File: src/verilog/video_pkg.sv
package video_pkg;

  ////////////////////////////////////////////////////////////
  // 800x600 raster, one pixel per clock
  ////////////////////////////////////////////////////////////

  // horizontal, in clocks
  localparam int H_VISIBLE = 800;
  localparam int H_FRONT   = 40;
  localparam int H_SYNC    = 128;
  localparam int H_BACK    = 88;
  localparam int H_TOTAL   = H_VISIBLE + H_FRONT + H_SYNC + H_BACK;

  // vertical, in lines
  localparam int V_VISIBLE = 600;
  localparam int V_FRONT   = 1;
  localparam int V_SYNC    = 4;
  localparam int V_BACK    = 23;
  localparam int V_TOTAL   = V_VISIBLE + V_FRONT + V_SYNC + V_BACK;

  // both sync pulses are active high at this mode

  // raster position, 0..1055 and 0..627
  typedef logic [10:0] hcount_t;
  typedef logic [9:0]  vcount_t;

endpackage

File: src/verilog/vga_timing.sv
module vga_timing (
  input  logic               clk,
  input  logic               rst_n_i,
  output video_pkg::hcount_t hcount_o,
  output video_pkg::vcount_t vcount_o,
  output logic               hsync_o,
  output logic               vsync_o,
  output logic               blank_o
);

  video_pkg::hcount_t hcount_q;
  video_pkg::vcount_t vcount_q;
  logic               hsync_q;
  logic               vsync_q;
  logic               blank_q;
  logic               h_last;
  logic               v_last;

  // end of line / end of frame
  assign h_last = (hcount_q == video_pkg::hcount_t'(video_pkg::H_TOTAL - 1));
  assign v_last = (vcount_q == video_pkg::vcount_t'(video_pkg::V_TOTAL - 1));

  ////////////////////////////////////////////////////////////
  // raster counters
  ////////////////////////////////////////////////////////////
  always_ff @(posedge clk) begin
    if (!rst_n_i) begin
      hcount_q <= '0;
      vcount_q <= '0;
    end else begin
      hcount_q <= h_last ? '0 : hcount_q + 1'b1;
      // line advances on the horizontal wrap
      if (h_last) begin
        vcount_q <= v_last ? '0 : vcount_q + 1'b1;
      end
    end
  end

  // sync and blank lag the counters by one clock
  always_ff @(posedge clk) begin
    if (!rst_n_i) begin
      hsync_q <= 1'b0;
      vsync_q <= 1'b0;
      blank_q <= 1'b0;
    end else begin
      hsync_q <= (hcount_q >= video_pkg::H_VISIBLE + video_pkg::H_FRONT) &&
                 (hcount_q < video_pkg::H_VISIBLE + video_pkg::H_FRONT + video_pkg::H_SYNC);
      vsync_q <= (vcount_q >= video_pkg::V_VISIBLE + video_pkg::V_FRONT) &&
                 (vcount_q < video_pkg::V_VISIBLE + video_pkg::V_FRONT + video_pkg::V_SYNC);
      // outside the 800x600 area
      blank_q <= (hcount_q >= video_pkg::H_VISIBLE) || (vcount_q >= video_pkg::V_VISIBLE);
    end
  end

  assign hcount_o = hcount_q;
  assign vcount_o = vcount_q;
  assign hsync_o  = hsync_q;
  assign vsync_o  = vsync_q;
  assign blank_o  = blank_q;

endmodule

File: config.mk
export PLATFORM = sky130hd
export DESIGN_NAME = vga_timing
export DESIGN_NICKNAME = d
export VERILOG_FILES = /design/src/verilog/video_pkg.sv /design/src/verilog/vga_timing.sv
export SDC_FILE = /design/constraint.sdc
export NUM_CORES = 1
export LEC_CHECK = 0
export BUFFER_PORTS_ARGS = -buffer_cell sky130_fd_sc_hd__buf_4
export CORE_MARGIN = 10
export CORE_UTILIZATION = 55
export CTS_CLUSTER_SIZE = 30
export DETAILED_ROUTE_END_ITERATION = 16
export PLACE_DENSITY = 0.86
export SLEW_MARGIN = 15
export SYNTH_ARGS = -nofsm -noshare
export SYNTH_HDL_FRONTEND = slang
export SYNTH_SLANG_ARGS = --single-unit
export TNS_END_PERCENT = 50
File: constraint.sdc
create_clock -name clk -period 4.85 [get_ports clk]
set_input_delay 0.97 -clock clk [delete_from_list [all_inputs] [get_ports clk]]
set_output_delay 0.97 -clock clk [all_outputs]
set_load 0.02 [all_outputs]
After elaboration in Yosys (flattened, before gate mapping)
Cells that the tools add are included.
{"block": "word_totals", "input_bits": 2, "register_bits": 24, "elab_cells": 21}
{"block": "op_classes", "mux": 1, "magnitude_cmp": 6, "n_bitwise": 1, "eq_ne": 2, "n_addsub": 2, "n_reduce_logical": 4}
{"cell": "$ge A11 B10 Y1 const B", "count": 2}
{"cell": "$ge A10 B10 Y1 const B", "count": 2}
{"cell": "$add A11 B1 Y11 const B", "count": 1}
{"cell": "$eq A11 B11 Y1 const B", "count": 1}
{"cell": "$lt A11 B10 Y1 const B", "count": 1}
{"cell": "$add A10 B1 Y10 const B", "count": 1}
{"cell": "$eq A10 B10 Y1 const B", "count": 1}
{"cell": "$lt A10 B10 Y1 const B", "count": 1}
{"cell": "$mux W10", "count": 1}
{"cell": "$logic_and A1 B1 Y1", "count": 2}
{"cell": "$reduce_or A2 Y1", "count": 1}
{"cell": "$logic_or A1 B1 Y1", "count": 1}
{"cell": "$not A1 Y1", "count": 1}

Logic depth before layout (Yosys ltp)
{"block": "depth", "ltp_word": 2, "depth_mapped": 5, "ltp_nobuf": 5}

Least setup slack after synthesis
No wires, ideal clock.
{"block": "synth_path", "path_type": "in2reg", "start": "in rst_n_i", "end": "reg vsync_q (netlist: vsync_o)", "stages": 3, "arrival_time_ns": 1.914, "setup_time_ns": 0.078, "path_slack_ns": 2.857, "t_required_ns": 4.772, "path_buffers": 1, "cell_sequence": "clkbuf_1 > or4b_2 > nor3_1"}
{"element": "from (decl)", "line": "vga_timing.sv:3", "text": "input logic rst_n_i,"}
{"element": "to (signal assigned)", "line": "vga_timing.sv:48", "text": "vsync_q <= (vcount_q >= video_pkg::V_VISIBLE + video_pkg::V_FRONT) &&"}
{"element": "to (decl)", "line": "vga_timing.sv:14", "text": "logic vsync_q;"}

Final worst setup path
{"block": "layout_path", "start": "reg vcount_q[3] (netlist: vcount_o[3])", "end": "out vcount_o[3]"}
{"element": "from (decl)", "line": "vga_timing.sv:12", "text": "video_pkg::vcount_t vcount_q;"}
{"element": "from (signal assigned)", "line": "vga_timing.sv:34", "text": "vcount_q <= v_last ? '0 : vcount_q + 1'b1;"}
{"element": "to (decl)", "line": "vga_timing.sv:5", "text": "output video_pkg::vcount_t vcount_o,"}
No word-level cell between the ends.

==> key figures <==
Run status
  • Status: finished clean

Layout
  • Layout area overhead: 20.60%
  • Layout Nets: ~160
  • Final core occ: a little under three quarters
  • Most frequent cells in the layout: buf_4 (25), dfxtp_1 (24), nor2_1 (18)
  • Antenna Cells: 0
  • Share of layout cells above drive strength 1: between 20% and 30%
  • Commonest non-fill, non-tap cell in the layout: buf_4
  • # fillers: ~160
  • Finished Cell Area: 0.001406 mm2

Clocking
  • Post-cts sizing count: 0
  • Root Buffer: clkbuf_4
  • CTS clock-pin slew for the worst setup and hold paths: between 100 and 150 ps
  • Post CTS Setup Buffer Count: 0
  • CTS tree: built
  • Longest Clk Path Bufs: 2
  • Cts hold-fix bufs: 0
  • Htree depth: 1
  • Total CTS buffers: 3
  • # clock sinks: 24
  • Clk_lat worst skew: just over 300 ps

Die
  • Site Rows: 16
  • Die Width: approximately 66 um
  • Die Ht: 66.05 um
  • Starting Density: 58.84%
  • Die area: 0.004362 mm2
  • IO Count: 26
  • Core Footprint: roughly 0.0020 mm2

Yosys
  • Top-area cell type share of the netlist area: 41.20%
  • Register area share after synthesis: 41.20%
  • Cell accounting for the most synthesized area: dfxtp_1
  • Avg Inst Size Synth: around 9 um2
  • Synth top area cells: dfxtp_1 (41%), xnor2_1 (6.8%), nor2_1 (5.8%)
  • Async SR Flop Fraction: 0%
  • Cell area after synthesis: ~0.0012 mm2
  • Unique masters post-synth: 31
  • Number of flops mapped to enable cells by yosys: 0
  • Synth Warn #: 0
  • Mapped Cells: between 100 and 150
  • Syn_nets: between 100 and 150
  • Synth Register Bits: 24
  • Synth Flop Type: dfxtp_1

Pwr
  • Pwr Density: 217.5 mW/mm2
  • Max IR drop VDD: about 0.00014 V
  • Leak: 0.0005663 uW

Global routing
  • First-pass GRT wire length: roughly 4500 um
  • GRT Total Usage: approximately 13%
  • Initial antenna violation count: 0
  • Vias in the first global route: a little under 1000
  • Largest net degree at the start of global routing: 13
  • Overflow after GRT: 0

Worst setup path
  • Setup crit end kind: output port
  • CP Launch Type: flop
  • Worst EP required: 3880 ps
  • CP Buf/Inv Count: 1
  • Critical path class: reg -> out
  • Data arrival, critical path: between 1000 and 1500 ps
  • Worst path cell trace: buf_4
  • Family with the most delay on the worst path: flip-flops
  • Max stage delay on crit path: 530 ps
  • Slowest stage cell, crit path: dfxtp_1
  • CP max FO: 8

STA
  • Actual slew at the worst max-slew pin: about 430 ps
  • RSZ-0062 raised after global routing: false
  • Minimum clock period: slightly above 2000 ps
  • Final Hold Fails: 0
  • Slew Viols, Final: 0
  • Maximum clock frequency: ~500 MHz
  • Final period utilization: 41.58%
  • Final setup fails: 0
  • Setup total negative slack: 0 ps
  • Clk_skew: roughly 4.8 ps
  • Slew HR: between 70% and 80%

Routing
  • DRT iter0 DRCs: 37
  • Number of vias per cell: between 5 and 6
  • ANT nets after route: 0
  • Drt first pass iters: 4
  • WL/cell: roughly 14 um
  • Vias: around 960
  • DRC viols: 0
  • Routed WL: about 2500 um

Place
  • Post-DP HPWL: around 2000 um
  • IO buf count: 25
  • Cell Area, Placed: 0.001384 mm2
  • GPL Wtd Cong: about 0.86

Run
  • Max Cap Viol: 0

Min path
  • HP Class: reg -> reg
## metrics by stage
stage               hold WS, ps  instances  setup slack [ps]  total power (uW)
finish                    518.5        181              2833             305.8
detailed placement        483.0        178              2903             221.2
CTS                       513.2        181              2842             304.9
floorplan                 540.7        127              2857             215.2
global placement          467.0        178              2969             221.0
global route              571.5        181              2749             318.4
## synth_stat cells, types with 2 or more instances
cell      n
o21ai_0   5
dfxtp_1  24
and3_1    4
or3_1     5
a21oi_1   6
xor2_1    5
nor2_1   18
xnor2_1   9
ha_1      5
nand2_1   8
nor3_1    3
inv_1     7
nand3_1   4
and2_1    3
nand4_1   4
nand4_2   2
## report_power, final
part,internal [uW],switching [uW]
clock network,29.1,60.2
registers,199,3.23
logic,5.92,8.15
## logic make-up after synthesis
group                    Yosys count  synth area share, %
AND/OR/NAND/NOR                   61                31.33
flip-flops                        24                41.20
AO/OA/AOI/OAI                     14                8.154
XOR/XNOR                          14                10.52
buffers and inverters              8                2.575
adder cells (fa/ha/maj)            5                5.365
multiplexers                       1               0.8584
## path summary, 6_finish.rpt
path / start / endpoint / slack, ps / depth (start not counted)
worst max-delay path: vcount_o[3] / vcount_o[3] / 2830 / 1
worst max register to register: hcount_o[0] / vcount_o[0] / 2920 / 5
worst min register to register: hcount_o[0] / hcount_o[0] / 520 / 1
worst min-delay path: hcount_o[0] / hcount_o[0] / 520 / 1
## flip-flops by register name, summed over array words and instances (netlist names)
signal    count
blank_o       1
hcount_o     11
hsync_o       1
vcount_o     10
vsync_o       1
## cell type report
cell class	instances	area (um2)	share of cell area [%]
Multi-Input combinational cell	95	655.6	46.62
Timing Repair Buffer	25	187.7	13.35
Sequential cell	24	480.5	34.16
Clock buffer	3	22.52	1.601
Inverter	7	26.28	1.868
Tap cell	27	33.78	2.402
## layer usage
metal	vias to the layer above	part of all wire, %	global-route usage, %
met5	-	0	0
met4	0	1.5	5.759
met3	5	5.4	4.407
met2	19	45	20.41
met1	434	48	14.88
li1	499	-	-
Power figures use the tool's default switching activity.
