--- config.mk ---
export PLATFORM = sky130hd
export DESIGN_NAME = uart_tx
export DESIGN_NICKNAME = d
export VERILOG_FILES = /design/src/verilog/frame_pkg.sv /design/src/verilog/uart_tx.sv
export SDC_FILE = /design/constraint.sdc
export NUM_CORES = 1
export LEC_CHECK = 0
export BUFFER_PORTS_ARGS = -buffer_cell sky130_fd_sc_hd__buf_4
export CAP_MARGIN = 15
export CORE_AREA = 8 8 67 69
export CTS_CLUSTER_SIZE = 12
export DETAILED_ROUTE_END_ITERATION = 16
export DIE_AREA = 0 0 75 77
export PLACE_DENSITY = 0.62
export RECOVER_POWER = 50
export SYNTH_ARGS = -nofsm -noshare
export SYNTH_HDL_FRONTEND = slang
export SYNTH_SLANG_ARGS = --single-unit
--- constraint.sdc ---
create_clock -name clk -period 2.01 [get_ports clk]
set_input_delay 0.402 -clock clk [delete_from_list [all_inputs] [get_ports clk]]
set_output_delay 0.402 -clock clk [all_outputs]
set_load 0.01 [all_outputs]
--- src/verilog/frame_pkg.sv ---
package frame_pkg;

  ////////////////////////////////////////////////////////////
  // capture window and frame store
  ////////////////////////////////////////////////////////////

  // window origin inside the visible area
  localparam int H_OFFSET = 40;
  localparam int V_OFFSET = 0;

  localparam int WIN_WIDTH  = 32;
  localparam int WIN_HEIGHT = 24;
  localparam int FRAME_PIXELS = WIN_WIDTH * WIN_HEIGHT;

  // green, blue, red on the serial link
  localparam int BYTES_PER_PIXEL = 3;

  // raster order inside the window
  typedef logic [9:0] pix_addr_t;

  // red [23:16], green [15:8], blue [7:0]
  typedef logic [23:0] rgb24_t;
  // red [7:5], green [4:2], blue [1:0]
  typedef logic [7:0] rgb332_t;

  typedef logic [7:0] byte_t;
  // 0 green, 1 blue, 2 red
  typedef logic [1:0] comp_sel_t;

  typedef enum logic [1:0] {ST_IDLE, ST_CAPTURE, ST_SEND} fsm_state_t;

endpackage

--- src/verilog/uart_tx.sv ---
module uart_tx #(
  parameter int CLKS_PER_BIT = 347
) (
  input  logic             clk,
  input  logic             rst_n_i,
  input  logic             tx_start_i,
  input  frame_pkg::byte_t tx_data_i,
  output logic             tx_o,
  output logic             tx_busy_o
);

  localparam int CNT_W = $clog2(CLKS_PER_BIT + 1);

  logic [CNT_W-1:0] clk_cnt_q;
  // bits already on the line, start = 0 .. stop = 9
  logic [3:0]       bit_idx_q;
  // data LSB first, then the stop bit
  logic [8:0]       shift_q;
  logic             tx_q;
  logic             busy_q;
  logic             bit_end;

  assign bit_end = (clk_cnt_q == CNT_W'(CLKS_PER_BIT - 1));

  ////////////////////////////////////////////////////////////
  // 8N1 shifter
  ////////////////////////////////////////////////////////////
  always_ff @(posedge clk) begin
    if (!rst_n_i) begin
      clk_cnt_q <= '0;
      bit_idx_q <= '0;
      shift_q   <= '1;
      tx_q      <= 1'b1;
      busy_q    <= 1'b0;
    end else if (!busy_q) begin
      if (tx_start_i) begin
        // start bit goes out next cycle
        shift_q   <= {1'b1, tx_data_i};
        tx_q      <= 1'b0;
        busy_q    <= 1'b1;
        clk_cnt_q <= '0;
        bit_idx_q <= '0;
      end
    end else if (bit_end) begin
      clk_cnt_q <= '0;
      if (bit_idx_q == 4'd9) begin
        // stop bit done, line stays high
        busy_q <= 1'b0;
      end else begin
        tx_q      <= shift_q[0];
        shift_q   <= {1'b1, shift_q[8:1]};
        bit_idx_q <= bit_idx_q + 1'b1;
      end
    end else begin
      clk_cnt_q <= clk_cnt_q + 1'b1;
    end
  end

  assign tx_o      = tx_q;
  assign tx_busy_o = busy_q;

endmodule

# Word-level counts from Yosys, hierarchy flattened
# Index checks and enable logic that the tools add are counted.
[totals]
ff_bits = 24
inputBits = 11
out_inout_bits = 2
word_cells = 32
[classes]
addsub = 2
eq_ne = 4
n_mux = 19
n_reduce_logical = 2
[op_table]
columns = ["cell", "count"]
rows = [
  ["two-way mux 9 bit", 7],
  ["two-way mux 4 bit", 4],
  ["adder 9 x 1 -> 9 bit (second input constant)", 1],
  ["equality test 9 bit (second input constant)", 1],
  ["two-way mux 1 bit", 8],
  ["adder 4 x 1 -> 4 bit (second input constant)", 1],
  ["equality test 4 bit (second input constant)", 1],
  ["AND reduction 3 bit", 1],
  ["!= test 2 x 1 -> 1 bit (second input constant)", 1],
  ["!= test 2 bit (second input constant)", 1],
  ["nonzero test 2 bit", 1],
]

# Logic depth before layout (Yosys ltp)
[logic_depth]
depth_word = 4
ltp_mapped = 7
ltp_nobuf = 6

# Worst setup path after synthesis
# Ideal clock, no wire load.
[synth_timing]
kind = "flip-flop to flip-flop"
start = "reg clk_cnt_q[0]"
end = "reg shift_q[0]"
arrival_ns = 1.458
required_time_ns = 1.890
slack_ns = 0.432
stages_incl_launch_ff = 7
synth_period_minus_slack_ns = 1.578
cell_sequence = "dfxtp_1 > inv_1 > ha_1 > and4b_4 > a41o_2 > buf_2 > o31a_1"
[synth_between]
elab_chain_cells = 3
[synth_lines]
columns = ["element", "line_no", "text"]
rows = [
  ["start: declaration", "uart_tx.sv:14", "logic [CNT_W-1:0] clk_cnt_q;"],
  ["start signal: assignment", "uart_tx.sv:55", "clk_cnt_q <= clk_cnt_q + 1'b1;"],
  ["equality test 9 bit", "uart_tx.sv:23", "assign bit_end = (clk_cnt_q == CNT_W'(CLKS_PER_BIT - 1));"],
  ["!= test 2 x 1 -> 1 bit (no line)", "-", ""],
  ["AND reduction 3 bit (no line)", "-", ""],
  ["end signal: assignment", "uart_tx.sv:38", "shift_q <= {1'b1, tx_data_i};"],
  ["end signal: assignment", "uart_tx.sv:51", "shift_q <= {1'b1, shift_q[8:1]};"],
  ["end: declaration", "uart_tx.sv:18", "logic [8:0] shift_q;"],
]
# No other way between the ends.
# A chain may end at the register's enable or synchronous reset.

# Worst setup path after layout
[layout_timing]
start = "reg clk_cnt_q[0]"
end = "reg clk_cnt_q[5]"
[layout_between]
elab_chain_cells = 3
elab_cells_between_ends = 4
[layout_lines]
columns = ["element", "line_no", "text"]
rows = [
  ["adder 9 x 1 -> 9 bit / equality test 9 bit (equally long branches)", "uart_tx.sv:55, uart_tx.sv:23", ""],
  ["two-way mux 9 bit (*)", "uart_tx.sv:44", "end else if (bit_end) begin"],
  ["two-way mux 9 bit (*)", "uart_tx.sv:35", "end else if (!busy_q) begin"],
]
# Every way passes the cells marked *; elsewhere a longest branch is shown, timed or not.

==> qor.yml <==
outcome:
  outcome: "completed"
detailed_routing:
  top_layer: "met4"
  wl_mm: 2.536
  via_per_inst: 5.405
  routed-wl-met3_um: 181
  wl_per_cell_um: 13.35
  first_pass_iters: 5
  wl_met1_mm: 1.191
  drtIter0Drc: 82
  drcViolationCount: 0
  wl_met2_mm: 1.149
  drtAntennaViolNets: 0
  vias: 1027
final_layout:
  multi_input_area_um2: 649.4
  antenna_cells: 0
  layout-drive-gt1-share: 0.1408
  nFillCells: 381
  final_cell_mix: "23 x dfxtp_1, 13 x nand2_1, 12 x buf_4"
  final_common_cell: "dfxtp_1"
  regArea_um2: 460.4
  utilization: 0.3747
  area_growth_pct: 13.43
  nNetsFinal: 158
logic_synthesis:
  ys_warn_count: 0
  syn-num-nets: 145
  postSynthAreaPerCell_um2: 8.884
  yosys_register_bits: 23
  seq_area_frac_synth: 0.3987
  syn_area_um2: 1155
  synth_cells: 130
  synth_cell_type_count: 38
global_route:
  grt_overflow: 0
  grt_max_degree: 21
  grt_usage: 0.09303
  antenna_found_initial: 0
  grt_pass1_vias: 993
  grt_pass1_wl_mm: 4.422
timing:
  rsz0062_at_grt: "no"
  tns_ps: 0
  finalCriticalPeriod_ps: 1814
  slew_viol_final: 0
  tightest_slew_ps: 490.3
  clock_skew_ps: 5.153
  hold_viol_final: 0
  setup_violations: 0
  min_period_over_period: 0.9024
  max_freq_mhz: 551.3
  relSlewSlack: 0.6719
power:
  power_switching_uw: 210.5
  power_density_nw_per_um2: 613.5
  peakVddDrop_v: 0.0003399
  clockPowerShare: 0.272
  seqPwrFrac: 0.603
  p_comb_frac: 0.125
  p_int_uw: 593.1
  p_leak_uw: 0.0004738
  sw_frac_of_total: 0.2619
floorplanning:
  start_util: 0.3304
  ios: 13
  die_w_um: 75
  core_um2: 3496
  die-height_um: 77
  num_rows: 22
  die_area_um2: 5775
clock_network:
  post_cts.repair.setup_buffers: 0
  clockRootBuffer: "clkbuf_4"
  cts_buffers: 3
  cts_tree: "yes"
  ctsHtreeMaxLevel: 1
  clockBufferDepth: 2
  cts.clk_slew.worst_paths_ps: 130
  cts_sinks: 23
  cts_resized: 0
  clkLatencyLatePin_ps: 320
  hold_buffers: 0
setup_path:
  path_delay_family: "simple AND/OR/NAND/NOR gates"
  crit_required_ps: 2260
  critPathCaptureType: "register"
  worstSetupPathType: "register to register"
  critPathLaunchType: "register"
  arrival_ps: 2070
  cpPeakStageDelay_ps: 460
  crit_fanout: 9
  crit_path_top_delay_cell: "dfxtp_1"
  path_buf_inv: 1
  path_cells: "inv_1 -> ha_1 -> and4b_1 -> a21oi_4 -> or3b_1 -> a31oi_1"
flow_run:
  drv_cap: 0
hold_path:
  hold_class: "input port to register"
place:
  hpwl_mm: 1.842
  io_buffers: 12
  routabilityCongestion: 0.7639
[routing by layer]
metal | track usage | vias to the layer above
li1 | - | 517
met2 | 0.1540 | 30
met1 | 0.1049 | 476
met3 | 0.04031 | 4
met5 | 0 | -
met4 | 0.02157 | 0
[synthesized netlist by cell type]
cell type | number | area (µm²)
or2b_1 | 1 | 7.510
o21ai_0 | 4 | 20.02
o211a_1 | 1 | 10.01
nand2_1 | 13 | 48.80
mux2i_1 | 8 | 80.08
nand3_1 | 11 | 55.05
a2bb2oi_1 | 1 | 8.760
o21a_1 | 1 | 7.510
a21oi_1 | 5 | 25.02
a41o_2 | 1 | 11.26
nor2_1 | 5 | 18.77
clkbuf_1 | 3 | 11.26
or4_1 | 1 | 7.510
nor3_1 | 8 | 40.04
a311oi_1 | 2 | 17.52
nand3b_1 | 2 | 15.01
nand4_1 | 2 | 12.51
inv_1 | 3 | 11.26
o31a_1 | 1 | 8.760
o211ai_1 | 1 | 7.510
nor2b_1 | 1 | 6.260
and3_1 | 2 | 12.51
o311a_1 | 1 | 10.01
a31oi_1 | 9 | 56.30
dfxtp_1 | 23 | 460.4
or2_2 | 1 | 6.260
or3b_1 | 2 | 17.52
buf_2 | 3 | 15.01
ha_1 | 4 | 50.05
and4b_4 | 1 | 13.76
or3_1 | 1 | 6.260
a41oi_1 | 1 | 8.760
and4bb_4 | 1 | 16.27
a21oi_4 | 1 | 16.27
clkinv_1 | 1 | 3.750
o31ai_1 | 1 | 7.510
o22ai_1 | 1 | 6.260
nand4b_1 | 2 | 17.52
[path summary, 6_finish.rpt]
kind / startpoint / endpoint / slack [ps] / cells past startpoint
setup / recovery: clk_cnt_q[0] / clk_cnt_q[5] / 200 / 6
hold / removal: tx_data_i[7] / shift_q[7] / 310 / 3
setup reg to reg: clk_cnt_q[0] / clk_cnt_q[5] / 200 / 6
hold reg to reg: shift_q[0] / shift_q[0] / 510 / 1
[tightest hold or removal path: cells and delay by family]
family	cells	cell delay, ps
simple gates	1	60
compound gates	1	70
buf+inv	1	80
[registers in the layout, summed over array words and instances, names as in the netlist]
name       cells
bit_idx_q      4
shift_q        8
clk_cnt_q      9
tx_o           1
tx_busy_o      1
[power groups by stage]
stage | Combinational, µW | Sequential [µW] | Clock (µW)
2_1_floorplan | 65.7 | 492 | 0
3_3_place_gp | 99.1 | 494 | 0
3_5_place_dp | 102 | 495 | 0
4_1_cts | 103 | 485 | 230
5_1_grt | 111 | 487 | 245
6_report | 100 | 485 | 219
[cell families after synthesis]
| group | count (synthesis) | synth area share |
|---|---|---|
| muxes | 8 | 0.06934 |
| and+or+nand+nor | 54 | 0.2611 |
| adders and majority gates | 4 | 0.04334 |
| DFF | 23 | 0.3987 |
| buffers and inverters | 10 | 0.03574 |
| AOI/OAI and AO/OA | 31 | 0.1918 |
[final cells by class]
type | instances | share of cell area
Multi-Input combinational cell | 97 | 0.4957
Sequential cell | 23 | 0.3515
Timing Repair Buffer | 14 | 0.07545
Tap cell | 48 | 0.04585
Clock buffer | 4 | 0.02006
Inverter | 4 | 0.01146
[through the flow]
step / hold slack (ps) / setup slack (ps) / instances / total power, µW / instance area [µm²]
after floorplan: 441.3 / 431.9 / 130 / 557.5 / 1155
after global placement: 472.9 / 374.4 / 186 / 593.0 / 1294
after detailed placement: 476.5 / 298.2 / 186 / 597.4 / 1294
after CTS: 301.3 / 257.3 / 190 / 817.4 / 1320
after global routing: 297.5 / 113.9 / 190 / 843.3 / 1310
final: 313.6 / 196.2 / 190 / 803.6 / 1310
Note: power is estimated with default switching activity, not from simulation.
