File: src/verilog/video_pkg.sv
package video_pkg;

  ////////////////////////////////////////////////////////////
  // 800x600 raster, one pixel per clock
  ////////////////////////////////////////////////////////////

  // horizontal, in clocks
  localparam int H_VISIBLE = 800;
  localparam int H_FRONT   = 40;
  localparam int H_SYNC    = 128;
  localparam int H_BACK    = 88;
  localparam int H_TOTAL   = H_VISIBLE + H_FRONT + H_SYNC + H_BACK;

  // vertical, in lines
  localparam int V_VISIBLE = 600;
  localparam int V_FRONT   = 1;
  localparam int V_SYNC    = 4;
  localparam int V_BACK    = 23;
  localparam int V_TOTAL   = V_VISIBLE + V_FRONT + V_SYNC + V_BACK;

  // both sync pulses are active high at this mode

  // raster position, 0..1055 and 0..627
  typedef logic [10:0] hcount_t;
  typedef logic [9:0]  vcount_t;

endpackage

File: src/verilog/frame_pkg.sv
package frame_pkg;

  ////////////////////////////////////////////////////////////
  // capture window and frame store
  ////////////////////////////////////////////////////////////

  // window origin inside the visible area
  localparam int H_OFFSET = 40;
  localparam int V_OFFSET = 0;

  localparam int WIN_WIDTH  = 32;
  localparam int WIN_HEIGHT = 24;
  localparam int FRAME_PIXELS = WIN_WIDTH * WIN_HEIGHT;

  // green, blue, red on the serial link
  localparam int BYTES_PER_PIXEL = 3;

  // raster order inside the window
  typedef logic [9:0] pix_addr_t;

  // red [23:16], green [15:8], blue [7:0]
  typedef logic [23:0] rgb24_t;
  // red [7:5], green [4:2], blue [1:0]
  typedef logic [7:0] rgb332_t;

  typedef logic [7:0] byte_t;
  // 0 green, 1 blue, 2 red
  typedef logic [1:0] comp_sel_t;

  typedef enum logic [1:0] {ST_IDLE, ST_CAPTURE, ST_SEND} fsm_state_t;

endpackage

File: src/verilog/frame_capture.sv
module frame_capture (
  input  logic                clk,
  input  logic                rst_n_i,
  input  logic                arm_i,
  input  video_pkg::hcount_t  hcount_i,
  input  video_pkg::vcount_t  vcount_i,
  input  frame_pkg::rgb24_t   pixel_i,
  output logic                wr_en_o,
  output frame_pkg::pix_addr_t wr_addr_o,
  output frame_pkg::rgb332_t  wr_data_o,
  output logic                capture_done_o
);

  logic               active_q;
  logic               frame_top;
  logic               in_win;
  logic               last_pix;
  video_pkg::hcount_t col_off;
  video_pkg::vcount_t row_off;

  ////////////////////////////////////////////////////////////
  // window test and address
  ////////////////////////////////////////////////////////////

  // first raster position of a frame
  assign frame_top = (hcount_i == '0) && (vcount_i == '0);

  assign in_win = (hcount_i >= frame_pkg::H_OFFSET) &&
                  (hcount_i < frame_pkg::H_OFFSET + frame_pkg::WIN_WIDTH) &&
                  (vcount_i >= frame_pkg::V_OFFSET) &&
                  (vcount_i < frame_pkg::V_OFFSET + frame_pkg::WIN_HEIGHT);

  // offsets relative to the window origin
  assign col_off = hcount_i - video_pkg::hcount_t'(frame_pkg::H_OFFSET);
  assign row_off = vcount_i - video_pkg::vcount_t'(frame_pkg::V_OFFSET);

  // row * width + column
  assign wr_addr_o = frame_pkg::pix_addr_t'(row_off) *
                     frame_pkg::pix_addr_t'(frame_pkg::WIN_WIDTH) +
                     frame_pkg::pix_addr_t'(col_off);

  assign wr_en_o  = active_q && in_win && arm_i;
  assign last_pix = (wr_addr_o == frame_pkg::pix_addr_t'(frame_pkg::FRAME_PIXELS - 1));
  assign capture_done_o = wr_en_o && last_pix;

  // keep the top bits of each component
  assign wr_data_o = {pixel_i[23:21], pixel_i[15:13], pixel_i[7:6]};

  // active from frame top to the last window pixel
  always_ff @(posedge clk) begin
    if (!rst_n_i || !arm_i) begin
      active_q <= 1'b0;
    end else if (capture_done_o) begin
      active_q <= 1'b0;
    end else if (frame_top) begin
      active_q <= 1'b1;
    end
  end

endmodule

File: config.mk
export PLATFORM = sky130hd
export DESIGN_NAME = frame_capture
export DESIGN_NICKNAME = d
export VERILOG_FILES = /design/src/verilog/video_pkg.sv /design/src/verilog/frame_pkg.sv /design/src/verilog/frame_capture.sv
export SDC_FILE = /design/constraint.sdc
export NUM_CORES = 1
export LEC_CHECK = 0
export BUFFER_PORTS_ARGS = -buffer_cell sky130_fd_sc_hd__buf_2
export CAP_MARGIN = 20
export CORE_UTILIZATION = 29
export DETAILED_ROUTE_END_ITERATION = 10
export PLACE_DENSITY = 0.78
export SYNTH_ARGS = -nofsm -noshare
export SYNTH_HDL_FRONTEND = slang
export SYNTH_SLANG_ARGS = --single-unit
export TNS_END_PERCENT = 5
File: constraint.sdc
create_clock -name clk -period 1.8 [get_ports clk]
set_input_delay 0.09 -clock clk [delete_from_list [all_inputs] [get_ports clk]]
set_output_delay 0.09 -clock clk [all_outputs]
set_load 0.05 [all_outputs]
Word level (Yosys, flattened, before mapping)
Cells that the tools add are included.
Storage, ports and cells
  flip-flop bits (word level): 1
  output and inout bits: 20
  logic and storage cells: 19
Cells by class
  $add $sub $neg: 2
  order comparisons: 3
  equal/unequal tests: 1
  reductions and logical operators: 12
Operators with widths (count)
  11-bit by 6-bit greater-or-equal comparator with 1-bit output (second input constant): 1
  11-bit logical NOT: 1
  11-bit by 7-bit less-than comparator with 1-bit output (second input constant): 1
  10-bit adder: 1
  10-bit equality test (second input constant): 1
  10-bit logical NOT: 1
  10-bit by 5-bit less-than comparator with 1-bit output (second input constant): 1
  10-bit by 6-bit subtractor with 10-bit output (second input constant): 1
  1-bit logical AND: 6
  1-bit logical NOT: 2
  2-bit OR reduction: 1
  1-bit logical OR: 1

Depth between registers and ports, before layout
  word-level depth: 7
  depth in mapped cells: 9

Worst setup path before layout
OpenSTA, ideal clock, no wires.
  kind: input port to output port
  start point: in hcount_i[5]
  end point: out capture_done_o
  arrival: 2608 ps
  required time: 1710 ps
  setup slack: -898 ps
  stages on the path: 7
  cells stage by stage: ha_1 > inv_1 > fa_1 > xnor2_1 > nand4_1 > nor3b_1 > and3_1
RTL lines
  start: declaration: line frame_capture.sv:5  | input video_pkg::hcount_t hcount_i,
  10-bit by 6-bit subtractor with 10-bit output: line frame_capture.sv:34  | assign col_off = hcount_i - video_pkg::hcount_t'(frame_pkg::H_OFFSET);
  10-bit adder: line frame_capture.sv:39  | frame_pkg::pix_addr_t'(frame_pkg::WIN_WIDTH) +
  named net wr_addr_o[6]: line frame_capture.sv:9  | output frame_pkg::pix_addr_t wr_addr_o,
  10-bit equality test: line frame_capture.sv:43  | assign last_pix = (wr_addr_o == frame_pkg::pix_addr_t'(frame_pkg::FRAME_PIXELS - 1));
  1-bit logical AND: line frame_capture.sv:44  | assign capture_done_o = wr_en_o && last_pix;
  end: declaration: line frame_capture.sv:11  | output logic capture_done_o
The timed path passes the listed nets, and every way through them passes these cells.

Worst setup path in the final report
  start point: in vcount_i[0]
  end point: out capture_done_o
On the way
  cells in the longest elaborated chain, start to end: 5
Ends and longest elaborated chain
  start: declaration: line frame_capture.sv:6  | input video_pkg::vcount_t vcount_i,
  parallel branches: the longest is 4 deep, another holds 10-bit adder
  1-bit logical AND *: line frame_capture.sv:44
Mark *: on every way between the ends.

==> impl_metrics.xml <==
<?xml version="1.0" encoding="UTF-8"?>
<metrics>
  <group name="floorplan">
    <metric name="core-area" unit="um2">1780</metric>
    <metric name="die_y" unit="um">46.1</metric>
    <metric name="die-area" unit="um2">2130</metric>
    <metric name="floorplan.io_pins" unit="">68</metric>
    <metric name="floorplan.rows" unit="">15</metric>
    <metric name="die_x" unit="um">46.1</metric>
    <metric name="initial_core_utilization" unit="">0.316</metric>
  </group>
  <group name="grt">
    <metric name="met2_usage" unit="">0.403</metric>
    <metric name="gr-usage-met3" unit="">0.0157</metric>
    <metric name="antenna_found_initial" unit="">0</metric>
    <metric name="largest_net_degree_at_the_start_of_global_routing" unit="">5</metric>
    <metric name="grt-ovfl-total" unit="">0</metric>
    <metric name="global_route.usage.met1" unit="">0.168</metric>
    <metric name="vias_in_the_first_global_route" unit="">681</metric>
    <metric name="all_layer_global_routing_usage" unit="">0.178</metric>
    <metric name="gr-max-usage-layer" unit="">met2</metric>
    <metric name="grt_pass1_wl" unit="mm">2.70</metric>
  </group>
  <group name="placement">
    <metric name="buffers_added_on_ports" unit="">35</metric>
    <metric name="place_hpwl" unit="mm">1.61</metric>
    <metric name="placed_inst_area" unit="um2">1070</metric>
    <metric name="gp_routability_congestion" unit="">0.785</metric>
    <metric name="pre_cts_slack" unit="ns">-0.402</metric>
  </group>
  <group name="pwr">
    <metric name="p_sw_frac" unit="">0.534</metric>
    <metric name="power.sequential.fraction" unit="">0.036</metric>
    <metric name="ir_drop" unit="mV">0.324</metric>
    <metric name="power_density" unit="nW/um2">555</metric>
    <metric name="cellInternalPower" unit="uW">293</metric>
    <metric name="leakage" unit="uW">0.000538</metric>
    <metric name="share_clk_of_total_power" unit="">0</metric>
    <metric name="pwr-share-comb" unit="">0.964</metric>
    <metric name="power.switching" unit="uW">335</metric>
  </group>
  <group name="drt">
    <metric name="via_to_cell_ratio" unit="">4.63</metric>
    <metric name="drtPass1Iterations" unit="">4</metric>
    <metric name="first_iter_violations" unit="">4</metric>
    <metric name="vias" unit="">667</metric>
    <metric name="drt_drc_violations_left" unit="">0</metric>
    <metric name="detail-route-antenna-nets" unit="">0</metric>
    <metric name="totalWireLength" unit="mm">1.77</metric>
    <metric name="wl_per_cell" unit="um">12.3</metric>
  </group>
  <group name="clock_network">
    <metric name="holdBufCountCts" unit="">0</metric>
    <metric name="clk_latency" unit="ns">0</metric>
    <metric name="cts_setup_buffers" unit="">0</metric>
  </group>
  <group name="yosys">
    <metric name="synthArstFlopShare" unit="">0</metric>
    <metric name="synth.lib_cells_used.distinct" unit="">27</metric>
    <metric name="postSynthNetCount" unit="">135</metric>
    <metric name="synth-seq-cells" unit="">1</metric>
    <metric name="syn_avg_cell_area" unit="um2">7.42</metric>
    <metric name="synth_seq_area_share" unit="">0.0355</metric>
    <metric name="post_synth_design_cell_area" unit="um2">564</metric>
    <metric name="synth-main-ff-cell" unit="">dfxtp_1</metric>
    <metric name="synth_enable_flop_cells" unit="">0</metric>
    <metric name="synthCells" unit="">76</metric>
    <metric name="yosys_warnings" unit="">0</metric>
  </group>
  <group name="timing">
    <metric name="unrepaired_setup_endpoints_after_global_routing" unit="">true</metric>
    <metric name="final-hold-violation-count" unit="">0</metric>
    <metric name="slew_viol_final" unit="">0</metric>
    <metric name="worstMarginPinSlew" unit="ns">0.458</metric>
    <metric name="max_slew_margin" unit="">0.693</metric>
    <metric name="timing.final.crit_period" unit="ns">2.01</metric>
    <metric name="finalSetupViolations" unit="">3</metric>
    <metric name="setup_tns" unit="ns">-0.306</metric>
    <metric name="worst_hold_slack" unit="ns">0.180</metric>
    <metric name="max_freq" unit="MHz">498</metric>
    <metric name="fin_worst_skew" unit="ns">0</metric>
    <metric name="post-route-worst-setup-slack" unit="ns">-0.207</metric>
    <metric name="period_share" unit="">1.12</metric>
  </group>
  <group name="final_layout">
    <metric name="multi_input_comb_area" unit="um2">628</metric>
    <metric name="biggestRegsByFlops" unit="">active_q (1)</metric>
    <metric name="fillCellCount" unit="">146</metric>
    <metric name="sequential_cell_area" unit="um2">20.0</metric>
    <metric name="areaGrowthSynthToFinish" unit="%">101</metric>
    <metric name="layout_common_cells" unit="">buf_2 (29), buf_4 (18), inv_1 (12)</metric>
    <metric name="share_of_cells_above_drive_strength_1" unit="">0.706</metric>
    <metric name="layout_commonest_cell" unit="">buf_2</metric>
    <metric name="largest_register_ffs" unit="">1</metric>
    <metric name="registers.top_by_ff_count" unit="">active_q</metric>
    <metric name="insertedDiodeCount" unit="">0</metric>
    <metric name="final_net_count" unit="">180</metric>
    <metric name="fin_area" unit="um2">1130</metric>
  </group>
  <group name="setup_path">
    <metric name="cp_slowest_stage_delay" unit="ns">0.39</metric>
    <metric name="worst-path-max-fanout" unit="">2</metric>
    <metric name="cp_data_required_time" unit="ns">1.71</metric>
    <metric name="setup.worst_path.start_class" unit="">input pin</metric>
    <metric name="critical-path-slowest-cell" unit="">fa_2</metric>
    <metric name="data_arrival_at_the_endpoint_of_the_critical_path" unit="ns">1.92</metric>
    <metric name="critPathCaptureType" unit="">output pin</metric>
    <metric name="cp_cell_sequence" unit="">buf_6 &gt; ha_4 &gt; inv_2 &gt; fa_2 &gt; nand2b_4 &gt; a21oi_4 &gt; xor2_4 &gt; nor3b_2 &gt; and3_4 &gt; buf_8</metric>
    <metric name="crit_type" unit="">in -&gt; out</metric>
  </group>
  <group name="run_status">
    <metric name="status" unit="">finished with violations</metric>
    <metric name="violations" unit="">setup timing</metric>
  </group>
  <group name="min_path">
    <metric name="worstHoldPathType" unit="">in -&gt; out</metric>
  </group>
  <group name="flow_run">
    <metric name="max_cap_violations" unit="">0</metric>
  </group>
</metrics>
## critical path: cells and delay by family
| kind | cells | cell delay (ns) |
|---|---|---|
| adder cells (fa/ha/maj) | 2 | 0.67 |
| AO/OA/AOI/OAI | 1 | 0.16 |
| XOR/XNOR | 1 | 0.09 |
| buffers and inverters | 3 | 0.28 |
| AND/OR/NAND/NOR | 3 | 0.62 |
## path summary, 6_finish.rpt
path | startpoint | to | slack [ns] | depth (start not counted)
max | vcount_i[0] | capture_done_o | -0.21 | 10
min reg2reg | active_q | active_q | 0.65 | 3
min | pixel_i[15] | wr_data_o[4] | 0.18 | 0
max reg2reg | active_q | active_q | 0.81 | 5
## what timing repair did
action / CTS / global route
resized for setup: 13 / 5
endpoints found under the setup margin: 4 / 5
pin swaps: 4 / 4
## power by group through the flow
stage,Sequential [uW],Combinational [uW],Clock [uW]
after floorplan,22.6,436,0
after global placement,22.6,549,0
after detailed placement,22.6,563,0
after CTS,22.6,597,0
after global routing,22.6,639,0
final,22.6,606,0
## layer usage
| metal | part of all wire | vias up | routed length, um |
|---|---|---|---|
| li1 | - | 331 | - |
| met1 | 0.38 | 301 | 667 |
| met2 | 0.56 | 35 | 989 |
| met3 | 0.063 | 0 | 112 |
| met4 | 0 | 0 | 0 |
| met5 | 0 | - | 0 |
## cells in the mapped netlist (2+ instances only)
cell,instances,share of area
xnor2_1,4,0.062
nor4_1,3,0.033
o21ai_0,2,0.018
buf_4,11,0.15
nand2_1,2,0.013
inv_1,18,0.12
ha_1,10,0.22
nor2_1,4,0.027
xor2_1,2,0.031
a21oi_1,3,0.027
## kinds of logic (layout without fill, tap and decap cells)
group	Yosys count	count (layout)	share of synthesized area
xor+xnor	6	6	0.0931
simple gates	18	18	0.213
fa+ha+maj	11	11	0.257
flops	1	1	0.0355
compound gates	11	11	0.135
buf+inv	29	72	0.266
## metrics by stage
| step | cells | total power, uW | util |
|---|---|---|---|
| 6_report | 144 | 628 | 0.635 |
| 5_1_grt | 144 | 661 | 0.635 |
| 4_1_cts | 144 | 620 | 0.623 |
| 3_5_place_dp | 144 | 586 | 0.598 |
| 3_3_place_gp | 144 | 571 | 0.598 |
| 2_1_floorplan | 76 | 459 | - |
## layout make-up
type                       count  share of cell area
sequential                     1              0.0177
multi-input combinational     46               0.555
inverter                      18              0.0685
timing repair buffer          54               0.331
tap                           25              0.0276
(Power assumes the default switching activity.)
