**src/verilog/frame_pkg.sv**
```systemverilog
package frame_pkg;

  ////////////////////////////////////////////////////////////
  // capture window and frame store
  ////////////////////////////////////////////////////////////

  // window origin inside the visible area
  localparam int H_OFFSET = 40;
  localparam int V_OFFSET = 0;

  localparam int WIN_WIDTH  = 32;
  localparam int WIN_HEIGHT = 24;
  localparam int FRAME_PIXELS = WIN_WIDTH * WIN_HEIGHT;

  // green, blue, red on the serial link
  localparam int BYTES_PER_PIXEL = 3;

  // raster order inside the window
  typedef logic [9:0] pix_addr_t;

  // red [23:16], green [15:8], blue [7:0]
  typedef logic [23:0] rgb24_t;
  // red [7:5], green [4:2], blue [1:0]
  typedef logic [7:0] rgb332_t;

  typedef logic [7:0] byte_t;
  // 0 green, 1 blue, 2 red
  typedef logic [1:0] comp_sel_t;

  typedef enum logic [1:0] {ST_IDLE, ST_CAPTURE, ST_SEND} fsm_state_t;

endpackage

```
**src/verilog/frame_sender.sv**
```systemverilog
module frame_sender (
  input  logic                 clk,
  input  logic                 rst_n_i,
  input  logic                 send_en_i,
  output frame_pkg::pix_addr_t rd_addr_o,
  input  frame_pkg::rgb332_t   rd_data_i,
  input  logic                 tx_busy_i,
  output logic                 tx_start_o,
  output frame_pkg::byte_t     tx_data_o,
  output logic                 send_done_o
);

  frame_pkg::pix_addr_t pix_cnt_q;
  frame_pkg::comp_sel_t comp_cnt_q;
  frame_pkg::rgb332_t   pix_q;
  logic                 rd_pend_q;
  logic                 have_pix_q;
  logic                 done_q;
  logic                 last_comp;
  logic                 last_pix;

  assign last_comp = (comp_cnt_q == frame_pkg::comp_sel_t'(frame_pkg::BYTES_PER_PIXEL - 1));
  assign last_pix  = (pix_cnt_q == frame_pkg::pix_addr_t'(frame_pkg::FRAME_PIXELS - 1));

  // one byte per idle UART cycle
  assign tx_start_o = have_pix_q && !tx_busy_i;
  assign rd_addr_o  = pix_cnt_q;

  ////////////////////////////////////////////////////////////
  // read, latch, then three bytes per pixel
  ////////////////////////////////////////////////////////////
  always_ff @(posedge clk) begin
    if (!rst_n_i || !send_en_i) begin
      pix_cnt_q  <= '0;
      comp_cnt_q <= '0;
      rd_pend_q  <= 1'b0;
      have_pix_q <= 1'b0;
      done_q     <= 1'b0;
    end else begin
      done_q <= 1'b0;
      if (!have_pix_q && !rd_pend_q && !done_q) begin
        // address already on the RAM, data next cycle
        rd_pend_q <= 1'b1;
      end else if (rd_pend_q) begin
        rd_pend_q  <= 1'b0;
        have_pix_q <= 1'b1;
      end else if (tx_start_o) begin
        if (last_comp) begin
          comp_cnt_q <= '0;
          have_pix_q <= 1'b0;
          if (last_pix) begin
            done_q <= 1'b1;
          end else begin
            pix_cnt_q <= pix_cnt_q + 1'b1;
          end
        end else begin
          comp_cnt_q <= comp_cnt_q + 1'b1;
        end
      end
    end
  end

  // pixel held for its three bytes
  always_ff @(posedge clk) begin
    if (rd_pend_q) begin
      pix_q <= rd_data_i;
    end
  end

  // left aligned, zero padded
  always_comb begin
    case (comp_cnt_q)
      2'd0:    tx_data_o = {pix_q[4:2], 5'b00000};
      2'd1:    tx_data_o = {pix_q[1:0], 6'b000000};
      default: tx_data_o = {pix_q[7:5], 5'b00000};
    endcase
  end

  assign send_done_o = done_q;

endmodule

```
**config.mk**
```make
export PLATFORM = sky130hd
export DESIGN_NAME = frame_sender
export DESIGN_NICKNAME = d
export VERILOG_FILES = /design/src/verilog/frame_pkg.sv /design/src/verilog/frame_sender.sv
export SDC_FILE = /design/constraint.sdc
export NUM_CORES = 1
export LEC_CHECK = 0
export BUFFER_PORTS_ARGS = -buffer_cell sky130_fd_sc_hd__buf_2
export CORE_ASPECT_RATIO = 1.2
export CORE_UTILIZATION = 49
export DETAILED_ROUTE_END_ITERATION = 10
export GPL_TIMING_DRIVEN = 0
export PLACE_DENSITY = 0.77
export SYNTH_ARGS = -nofsm -noshare
export SYNTH_HDL_FRONTEND = slang
export SYNTH_SLANG_ARGS = --single-unit
export TNS_END_PERCENT = 5
```
**constraint.sdc**
```tcl
create_clock -name clk -period 2.27 [get_ports clk]
set_input_delay 0.227 -clock clk [delete_from_list [all_inputs] [get_ports clk]]
set_output_delay 0.227 -clock clk [all_outputs]
set_load 0.01 [all_outputs]
```
## Word-level counts from Yosys, hierarchy flattened

Index checks and enable logic that the tools add are counted.

- Register bits after elaboration: 23
- Input port bits: 12
- Output and inout port bits: 20
- Word-level logic and storage cells: 40

- Add/subtract/negate cells: 2
- Equality and inequality tests: 3
- Mux-type cells: 7
- Bitwise operators: 5
- Reductions and logical operators: 17

Operator list:

| operator | number |
|---|---|
| $pmux W8 S2 | 1 |
| $add A10 B1 Y10 const B | 1 |
| $eq A10 B10 Y1 const B | 1 |
| $logic_not A1 Y1 | 6 |
| $reduce_and A3 Y1 | 2 |
| $mux W1 | 5 |
| $not A1 Y1 | 5 |
| $reduce_and A5 Y1 | 1 |
| $reduce_or A5 Y1 | 1 |
| $reduce_bool A2 Y1 | 2 |
| $logic_and A1 B1 Y1 | 3 |
| $add A2 B1 Y2 const B | 1 |
| $eq A2 B1 Y1 const B | 1 |
| $eq A2 B2 Y1 const B | 1 |
| $logic_not A2 Y1 | 1 |
| $mux W2 | 1 |
| $logic_or A1 B1 Y1 | 1 |

## Logic depth before layout (Yosys ltp)

Gate-level depths: netlist of the first run.

- Depth after elaboration: 5
- Depth in mapped cells: 6
- Mapped depth without buffers: 5

## Worst setup path after synthesis of the first run

No wires, ideal clock.

- Kind: flip-flop to flip-flop
- Start point: register pix_cnt_q[0] (netlist: rd_addr_o[0])
- End point: register pix_cnt_q[4] (netlist: rd_addr_o[4])
- Setup time: 0.071 ns
- Arrival time: 1.515 ns
- Required time: 2.199 ns
- Path slack: 0.685 ns
- Cell stages (with the launch flop): 7
- Buffers on the path: 1
- Clock period less this slack: 1.585 ns
- Path through: dfxtp_1 > ha_1 > nand4_1 > nor3_1 > buf_2 > or4_1 > a21oi_1

- Cells in the longest elaborated chain, start to end: 3
- Elaborated cells on any way between the ends: 4
- Classes of those cells: add/sub (1); eq/ne (1); bitwise (1); reduce/logical (1)

Ends and longest elaborated chain:

| what | line | RTL |
|---|---|---|
| start: declaration | frame_sender.sv:13 | `frame_pkg::pix_addr_t pix_cnt_q;` |
| start signal: assignment | frame_sender.sv:54 | `pix_cnt_q <= pix_cnt_q + 1'b1;` |
| branches (longest 3 deep; another with $add A10 B1 Y10) | n/a |  |

Parallel ways; which one is timed is not known.
A chain may end at the register's enable or synchronous reset.

## Final worst setup path of the first run

Ends and elaborated chain as after synthesis.

==> flow_summary_export.csv, run 1 <==
group,metric,value,unit
timing,fin_skew,0.00713,ns
synthesis,yosysUniqueCellTypes,34,
clock_network,root_buffer,"clkbuf_4",
floorplan,std_cell_rows,18,
route,first_pass_iters,4,
synthesis,yosysSeqAreaShare,0.507,
clock_network,post_cts_buffers,0,
synthesis,syn_inst,107,
floorplan,die_h,53.1,um
critical_path,critPathCaptureType,"register",
timing,rsz0062_at_grt,"false",
route,wire_per_inst,11.6,um
floorplan,die_x,44.6,um
cells_and_area,syn_to_final_growth,19.6,%
synthesis,synth_flop_cell,"dfxtp_1",
critical_path,reg2reg_from,"rd_addr_o[0]$_SDFFE_PP0P_",
synthesis,avgSynthCellArea,9.96,um^2
outcome,status,"completed",
synthesis,synth_top_area_cell,"dfxtp_1",
synthesis,synth-compound-area-share,0.109,
critical_path,crit_type,"reg -> reg",
place,dp_hpwl,1.46,mm
worst_hold_path,hold_class,"in -> reg",
global_routing,grt-ovfl-total,0,
route,num_vias,884,
timing,slew_violations,0,
synthesis,synth_top_family_by_area,"simple AND/OR/NAND/NOR gates",
clock_network,htree_num_levels,1,
clock_network,cts_sinks,23,
clock_network,cts_buffers,3,
timing,post-route-min-period,1.76,ns
synthesis,synth_area,0.00107,mm^2
synthesis,synthMuxAreaShare,0.0469,
timing,finalSetupTns,0,ns
critical_path,startpoint_type,"register",
global_routing,grt_pass1_wl,3.23,mm
route,ant_nets,0,
synthesis,synth_xor_area_frac,0,
power,power.leakage,0.506,nW
timing,slew-limit-headroom,0.667,
cells_and_area,finalNonFillerCells,171,
worst_hold_path,hp-start,"rd_data_i[0]",
synthesis,async_flop_share,0,
timing,setup_viol,0,
synthesis,synth_most_common_cell,"dfxtp_1",
route,drcViolationCount,0,
critical_path,reg2reg_to,"rd_addr_o[4]$_SDFFE_PP0P_",
clock_network,cts_resized,0,
floorplan,io_pins,32,
route,vias_per_cell,5.17,
timing,worst_pin_slew,0.499,ns
synthesis,yosysTopAreaCellShare,0.282,
global_routing,grt_pass1_vias,789,
route,drt_iter0_drc,23,
floorplan,dieArea,0.00237,mm^2
critical_path,cp.arrival,2.00,ns
timing,fin_crit_sh,0.773,
synthesis,yosys-top-cells-count,"dfxtp_1 (15), nand2_1 (13), edfxtp_1 (8)",
global_routing,grtUsageTotal,0.187,
critical_path,critPathRequiredTime,2.52,ns
place,io_buffer_count,26,
power,ir_drop,391,uV
global_routing,grt_antenna_before_repair,0,
cells_and_area,nets,155,
place,place_congestion,0.729,
critical_path,crit_fanout,10,
clock_network,clock_path_buffers,2,
synthesis,synth_edf_count,8,
place,dp_cells,167,
route,finalWirelength,1.99,mm
power,power.density,520,mW/mm^2
clock_network,cts_tree,"yes",
critical_path,rrSetupSlack,0.51,ns
synthesis,ys_ff_latch,23,
global_routing,grt_max_degree,13,
cells_and_area,antennaDiodeCount,0,
timing,hold_viol_final,0,
worst_hold_path,hold_end,"pix_q[0]$_DFFE_PP_",
floorplan,start_util,0.520,
synthesis,yosysWarningCount,0,
clock_network,clkLatencyLatePin,0.30,ns
synthesis,synth.area.top_cells,"dfxtp_1 (28%), edfxtp_1 (23%), mux2i_1 (4.7%)",
synthesis,synthAdderAreaFrac,0.0117,
clock_network,cts.clk_slew.worst_paths,0.12,ns
timing,max_freq,570,MHz
run,drv_cap,0,
synthesis,synth-simple-area-share,0.265,
floorplan,core_area,0.00205,mm^2
clock_network,holdBufCountCts,0,
critical_path,rr_worst_depth,6,
worst_hold_path,hold-path-cell-count,1,
cells_and_area,drive_gt1_frac,0.284,
[how the worst max path moves through the flow]
stage	endpoint	slack, ns	start
finish	rd_addr_o[4]$_SDFFE_PP0P_	0.51	rd_addr_o[0]$_SDFFE_PP0P_
global route	rd_addr_o[9]$_SDFFE_PP0P_	0.39	rd_pend_q$_SDFF_PP0_
CTS	rd_addr_o[3]$_SDFFE_PP0P_	0.53	rd_pend_q$_SDFF_PP0_
detailed placement	rd_addr_o[8]$_SDFFE_PP0P_	0.55	rd_pend_q$_SDFF_PP0_
global placement	rd_addr_o[8]$_SDFFE_PP0P_	0.57	rd_pend_q$_SDFF_PP0_
floorplan	rd_addr_o[4]$_SDFFE_PP0P_	0.68	rd_addr_o[0]$_SDFFE_PP0P_
[cell families (layout without fill, tap and decap cells)]
family                     count (synthesis)  in the layout
AOI/OAI and AO/OA                         19             19
adders and majority gates                  1              1
buffers and inverters                     10             40
DFF                                       23             23
muxes                                      5              5
other                                      1              5
and+or+nand+nor                           48             48
[placed cells by master, fill, tap and decap left out]
cell / n
buf_2: 29
dfxtp_1: 15
nand2_1: 13
edfxtp_1: 8
o21ai_0: 6
a21oi_1: 6
nor2_1: 5
mux2i_1: 5
buf_4: 5
conb_1: 5
and2_1: 3
clkbuf_1: 3
nor3_1: 3
nand2b_1: 3
nand4_1: 3
o31ai_1: 3
or4_1: 3
clkbuf_4: 3
nand3_1: 2
nor4b_1: 2
or3_1: 2
a22o_1: 1
nor2b_1: 1
nor3b_4: 1
and2b_1: 1
nand2_2: 1
o211a_1: 1
or3b_1: 1
nor4_2: 1
and3_1: 1
o211ai_1: 1
o21bai_1: 1
nor3b_1: 1
nand3b_1: 1
ha_1: 1
[layout make-up]
type,instances,area (um^2)
Sequential cell,23,541
Clock buffer,4,26.3
Tap cell,30,37.5
Timing Repair Buffer,26,130
Buffer,10,60.1
Multi-Input combinational cell,78,480
Fill cell,180,774
[through the flow]
stage / instance area, um^2 / utilization / hold slack [ns] / power [mW] / setup WS [ns]
after CTS: 1270 / 0.622 / 0.0893 / 0.667 / 0.528
after global routing: 1270 / 0.622 / 0.0731 / 0.690 / 0.392
after global placement: 1250 / 0.609 / 0.405 / 0.489 / 0.573
after detailed placement: 1250 / 0.609 / 0.405 / 0.491 / 0.547
final: 1270 / 0.622 / 0.0939 / 0.663 / 0.514
after floorplan: 1080 / - / 0.326 / 0.473 / 0.685
[state kept, by name, indices dropped and copies added (netlist names)]
register and count:
have_pix_q 1, rd_addr_o 10, rd_pend_q 1, comp_cnt_q 2
send_done_o 1, pix_q 8
[routing by layer]
metal,track usage,share of wire,vias to the layer above
met4,0.0758,0.014,0
met1,0.225,0.44,400
li1,-,-,448
met3,0.0307,0.043,5
met2,0.326,0.50,31
met5,0,0,-
[critical path, stage by stage, from the launching register on]
cell and delay [ns]:
dfxtp_1 0.36, ha_1 0.23, nand4_1 0.19, nor3_1 0.11
buf_2 0.19, or4_1 0.48, a21oi_1 0.14
[where the power goes]
part           internal [mW]  switching [mW]  total, mW
Clock                 0.0685           0.114      0.182
Combinational         0.0199          0.0194     0.0393
Sequential             0.435         0.00674      0.442
(Power assumes the default switching activity.)
==> run 2: changes to the inputs <==
ABC_AREA = 1   (was default)
CORE_UTILIZATION = 45   (was 49)
PLACE_DENSITY = 0.74   (was 0.77)
clock period = 1.6 ns   (was 2.27 ns; I/O delays follow)
==> run 2 against run 1 <==
Effect of this change:
- clock-buffer cell count unchanged
- wire length down 1.4%
- cell count up 15%
- flip-flop and latch count unchanged
- global-route usage down 1.6 points
- clock power up 41%
- clock skew about the same
- sequential power up 41%
- hold slack worse by 0.063 ns
- die area up 12%
- via count up 1.9%
- combinational power up 54%
==> flow_summary_export.csv, run 2 <==
group,metric,value,unit
outcome,status,"completed",
cells_and_area,final_common_cell,"nand2_1",
synthesis,synth.area.top_cells,"dfxtp_1 (27%), edfxtp_1 (22%), nand2_1 (9.2%)",
critical_path,cpLargestDelayFamily,"simple AND/OR/NAND/NOR gates",
critical_path,slowest_delay,0.39,ns
synthesis,yosysTopAreaCellShare,0.274,
synthesis,avgSynthCellArea,8.51,um^2
cells_and_area,nets,179,
synthesis,ys_ff_latch,23,
synthesis,synth_top_area_cell,"dfxtp_1",
timing,post-route-min-period,1.47,ns
critical_path,critPathCaptureType,"register",
place,place_congestion,0.832,
floorplan,dieArea,0.00264,mm^2
global_routing,grt-ovfl-total,0,
timing,rsz0062_at_grt,"false",
critical_path,crit_fanout,10,
floorplan,core_area,0.00231,mm^2
timing,fin_skew,0.00738,ns
synthesis,synth_edf_count,8,
route,wire_per_inst,10.0,um
floorplan,die_x,47.1,um
synthesis,syn_inst,129,
route,first_pass_iters,4,
synthesis,async_flop_share,0,
global_routing,grt_pass1_vias,818,
synthesis,yosysWarningCount,0,
power,power.clock.fraction,0.273,
power,netSwitchingPower,0.197,mW
timing,hold_viol_final,0,
critical_path,critPathMostFrequentCell,"nand2_2",
clock_network,root_buffer,"clkbuf_4",
route,ant_nets,0,
timing,fin_crit_sh,0.919,
clock_network,htree_num_levels,1,
global_routing,grt_antenna_before_repair,0,
floorplan,die_h,56.1,um
cells_and_area,drive_gt1_frac,0.333,
place,io_buffer_count,26,
timing,finalSetupTns,0,ns
clock_network,cts.clk_slew.worst_paths,0.12,ns
clock_network,cts_buffers,3,
power,switching_share,0.209,
cells_and_area,largest_reg_flops,10,
cells_and_area,final_cell_mix,"nand2_1 (27), buf_2 (26), nor2_1 (22), dfxtp_1 (13), inv_1 (12)",
place,dp_hpwl,1.59,mm
floorplan,start_util,0.476,
synthesis,yosys-top-cells-count,"nand2_1 (27), nor2_1 (22), dfxtp_1 (15)",
global_routing,grtUsageTotal,0.171,
power,ir_drop,487,uV
synthesis,yosysSeqAreaShare,0.493,
cells_and_area,antennaDiodeCount,0,
critical_path,path_cells,"ha_2 > nand2_1 > nor2_2 > nand3_2 > nand2_2 > buf_6 > nand2_2 > a21oi_2",
global_routing,grt_max_degree,13,
power,power.density,707,mW/mm^2
floorplan,io_pins,32,
global_routing,grt_pass1_wl,3.26,mm
route,finalWirelength,1.96,mm
cells_and_area,fillerInstances,210,
power,power.leakage,0.560,nW
critical_path,crit_buf_inv,1,
synthesis,synth_flop_cell,"dfxtp_1",
route,drcViolationCount,0,
clock_network,cts_sinks,23,
timing,setup_viol,0,
power,p_seq_frac,0.663,
route,drt_iter0_drc,30,
cells_and_area,syn_to_final_growth,21.4,%
power,intPower,0.745,mW
critical_path,cp.arrival,1.70,ns
critical_path,crit_slowest_cell,"dfxtp_2",
timing,slew_violations,0,
critical_path,critPathRequiredTime,1.83,ns
route,vias_per_cell,4.60,
run,drv_cap,0,
route,num_vias,901,
synthesis,synth_most_common_cell,"nand2_1",
timing,max_freq,680,MHz
timing,hold_slack,0.0306,ns
clock_network,cts_tree,"yes",
synthesis,synth_area,0.00110,mm^2
critical_path,startpoint_type,"register",
critical_path,crit_type,"reg -> reg",
clock_network,clkLatencyLatePin,0.30,ns
worst_hold_path,hold_class,"in -> reg",
power,combPwrFrac,0.064,
synthesis,yosysUniqueCellTypes,26,
floorplan,std_cell_rows,19,
clock_network,clock_path_buffers,2,
-- run 2: changes by cell type after synthesis, moves of 4 or more --
cell     change
nor2_1      +17
nor2_2       +4
a21oi_1      -4
nand3_1      +5
xor2_1       +4
o21ai_0      -5
mux2i_1      -5
inv_1       +12
nand2_1     +14
-- run 2: per-stage QoR --
stage                     std cells  instance area (um^2)   util  total power [mW]  worst slack [ns]
after floorplan                 133                  1110      -             0.673             0.177
after global placement          190                  1280  0.556             0.693            0.0940
after detailed placement        190                  1280  0.556             0.696            0.0810
after CTS                       194                  1310  0.567             0.948            0.0469
after global routing            196                  1330  0.578             0.995            0.0135
final                           196                  1330  0.578             0.942             0.129
-- run 2: what timing repair did --
action / CTS / global route
endpoints found under the setup margin: 0 / 8
hold buffers: 0 / 2
endpoints found under the hold margin: 0 / 2
gates resized for setup: 0 / 3
setup buffers: 0 / 0
-- run 2: area by class of cell --
class / instances / area, um^2 / share of cell area
multi-input cells: 91 / 477 / 0.358
plain buffers: 6 / 48.8 / 0.0366
well taps: 31 / 38.8 / 0.0291
flip-flops and latches: 23 / 543 / 0.408
repair buffers: 28 / 150 / 0.113
inverters: 13 / 48.8 / 0.0366
clock buffers: 4 / 26.3 / 0.0197
-- run 2: cell families (layout without fill, tap and decap cells) --
logic type / after synthesis / count (layout) / synth area share
simple gates: 67 / 67 / 0.269
flops: 23 / 23 / 0.493
buf+inv: 19 / 51 / 0.0889
compound gates: 13 / 13 / 0.0947
xor+xnor: 5 / 5 / 0.0399
fa+ha+maj: 1 / 1 / 0.0114
other cells: 1 / 5 / 0.00342
-- run 2: layer usage --
| layer | share of wire | GRT usage | wire, um |
|---|---|---|---|
| met3 | 0.037 | 0.0455 | 73 |
| met4 | 0.016 | 0.0776 | 31 |
| met1 | 0.42 | 0.190 | 831 |
| met2 | 0.52 | 0.290 | 1030 |
| met5 | 0 | 0 | 0 |
-- run 2: power by group through the flow --
stage | registers [mW] | logic (mW) | clock network (mW)
6_report | 0.625 | 0.0604 | 0.257
5_1_grt | 0.627 | 0.0703 | 0.298
4_1_cts | 0.625 | 0.0572 | 0.265
3_5_place_dp | 0.639 | 0.0571 | 0
3_3_place_gp | 0.638 | 0.0558 | 0
2_1_floorplan | 0.636 | 0.0365 | 0
-- run 2: worst paths after layout --
kind                                           startpoint                         to  slack [ns]  cells past startpoint
worst max-delay path            rd_addr_o[0]$_SDFFE_PP0P_  rd_addr_o[0]$_SDFFE_PP0P_        0.13                      8
worst min-delay path                         rd_data_i[2]         pix_q[2]$_DFFE_PP_        0.03                      1
worst max register to register  rd_addr_o[0]$_SDFFE_PP0P_  rd_addr_o[0]$_SDFFE_PP0P_        0.13                      8
worst min register to register  rd_addr_o[0]$_SDFFE_PP0P_  rd_addr_o[0]$_SDFFE_PP0P_        0.50                      2
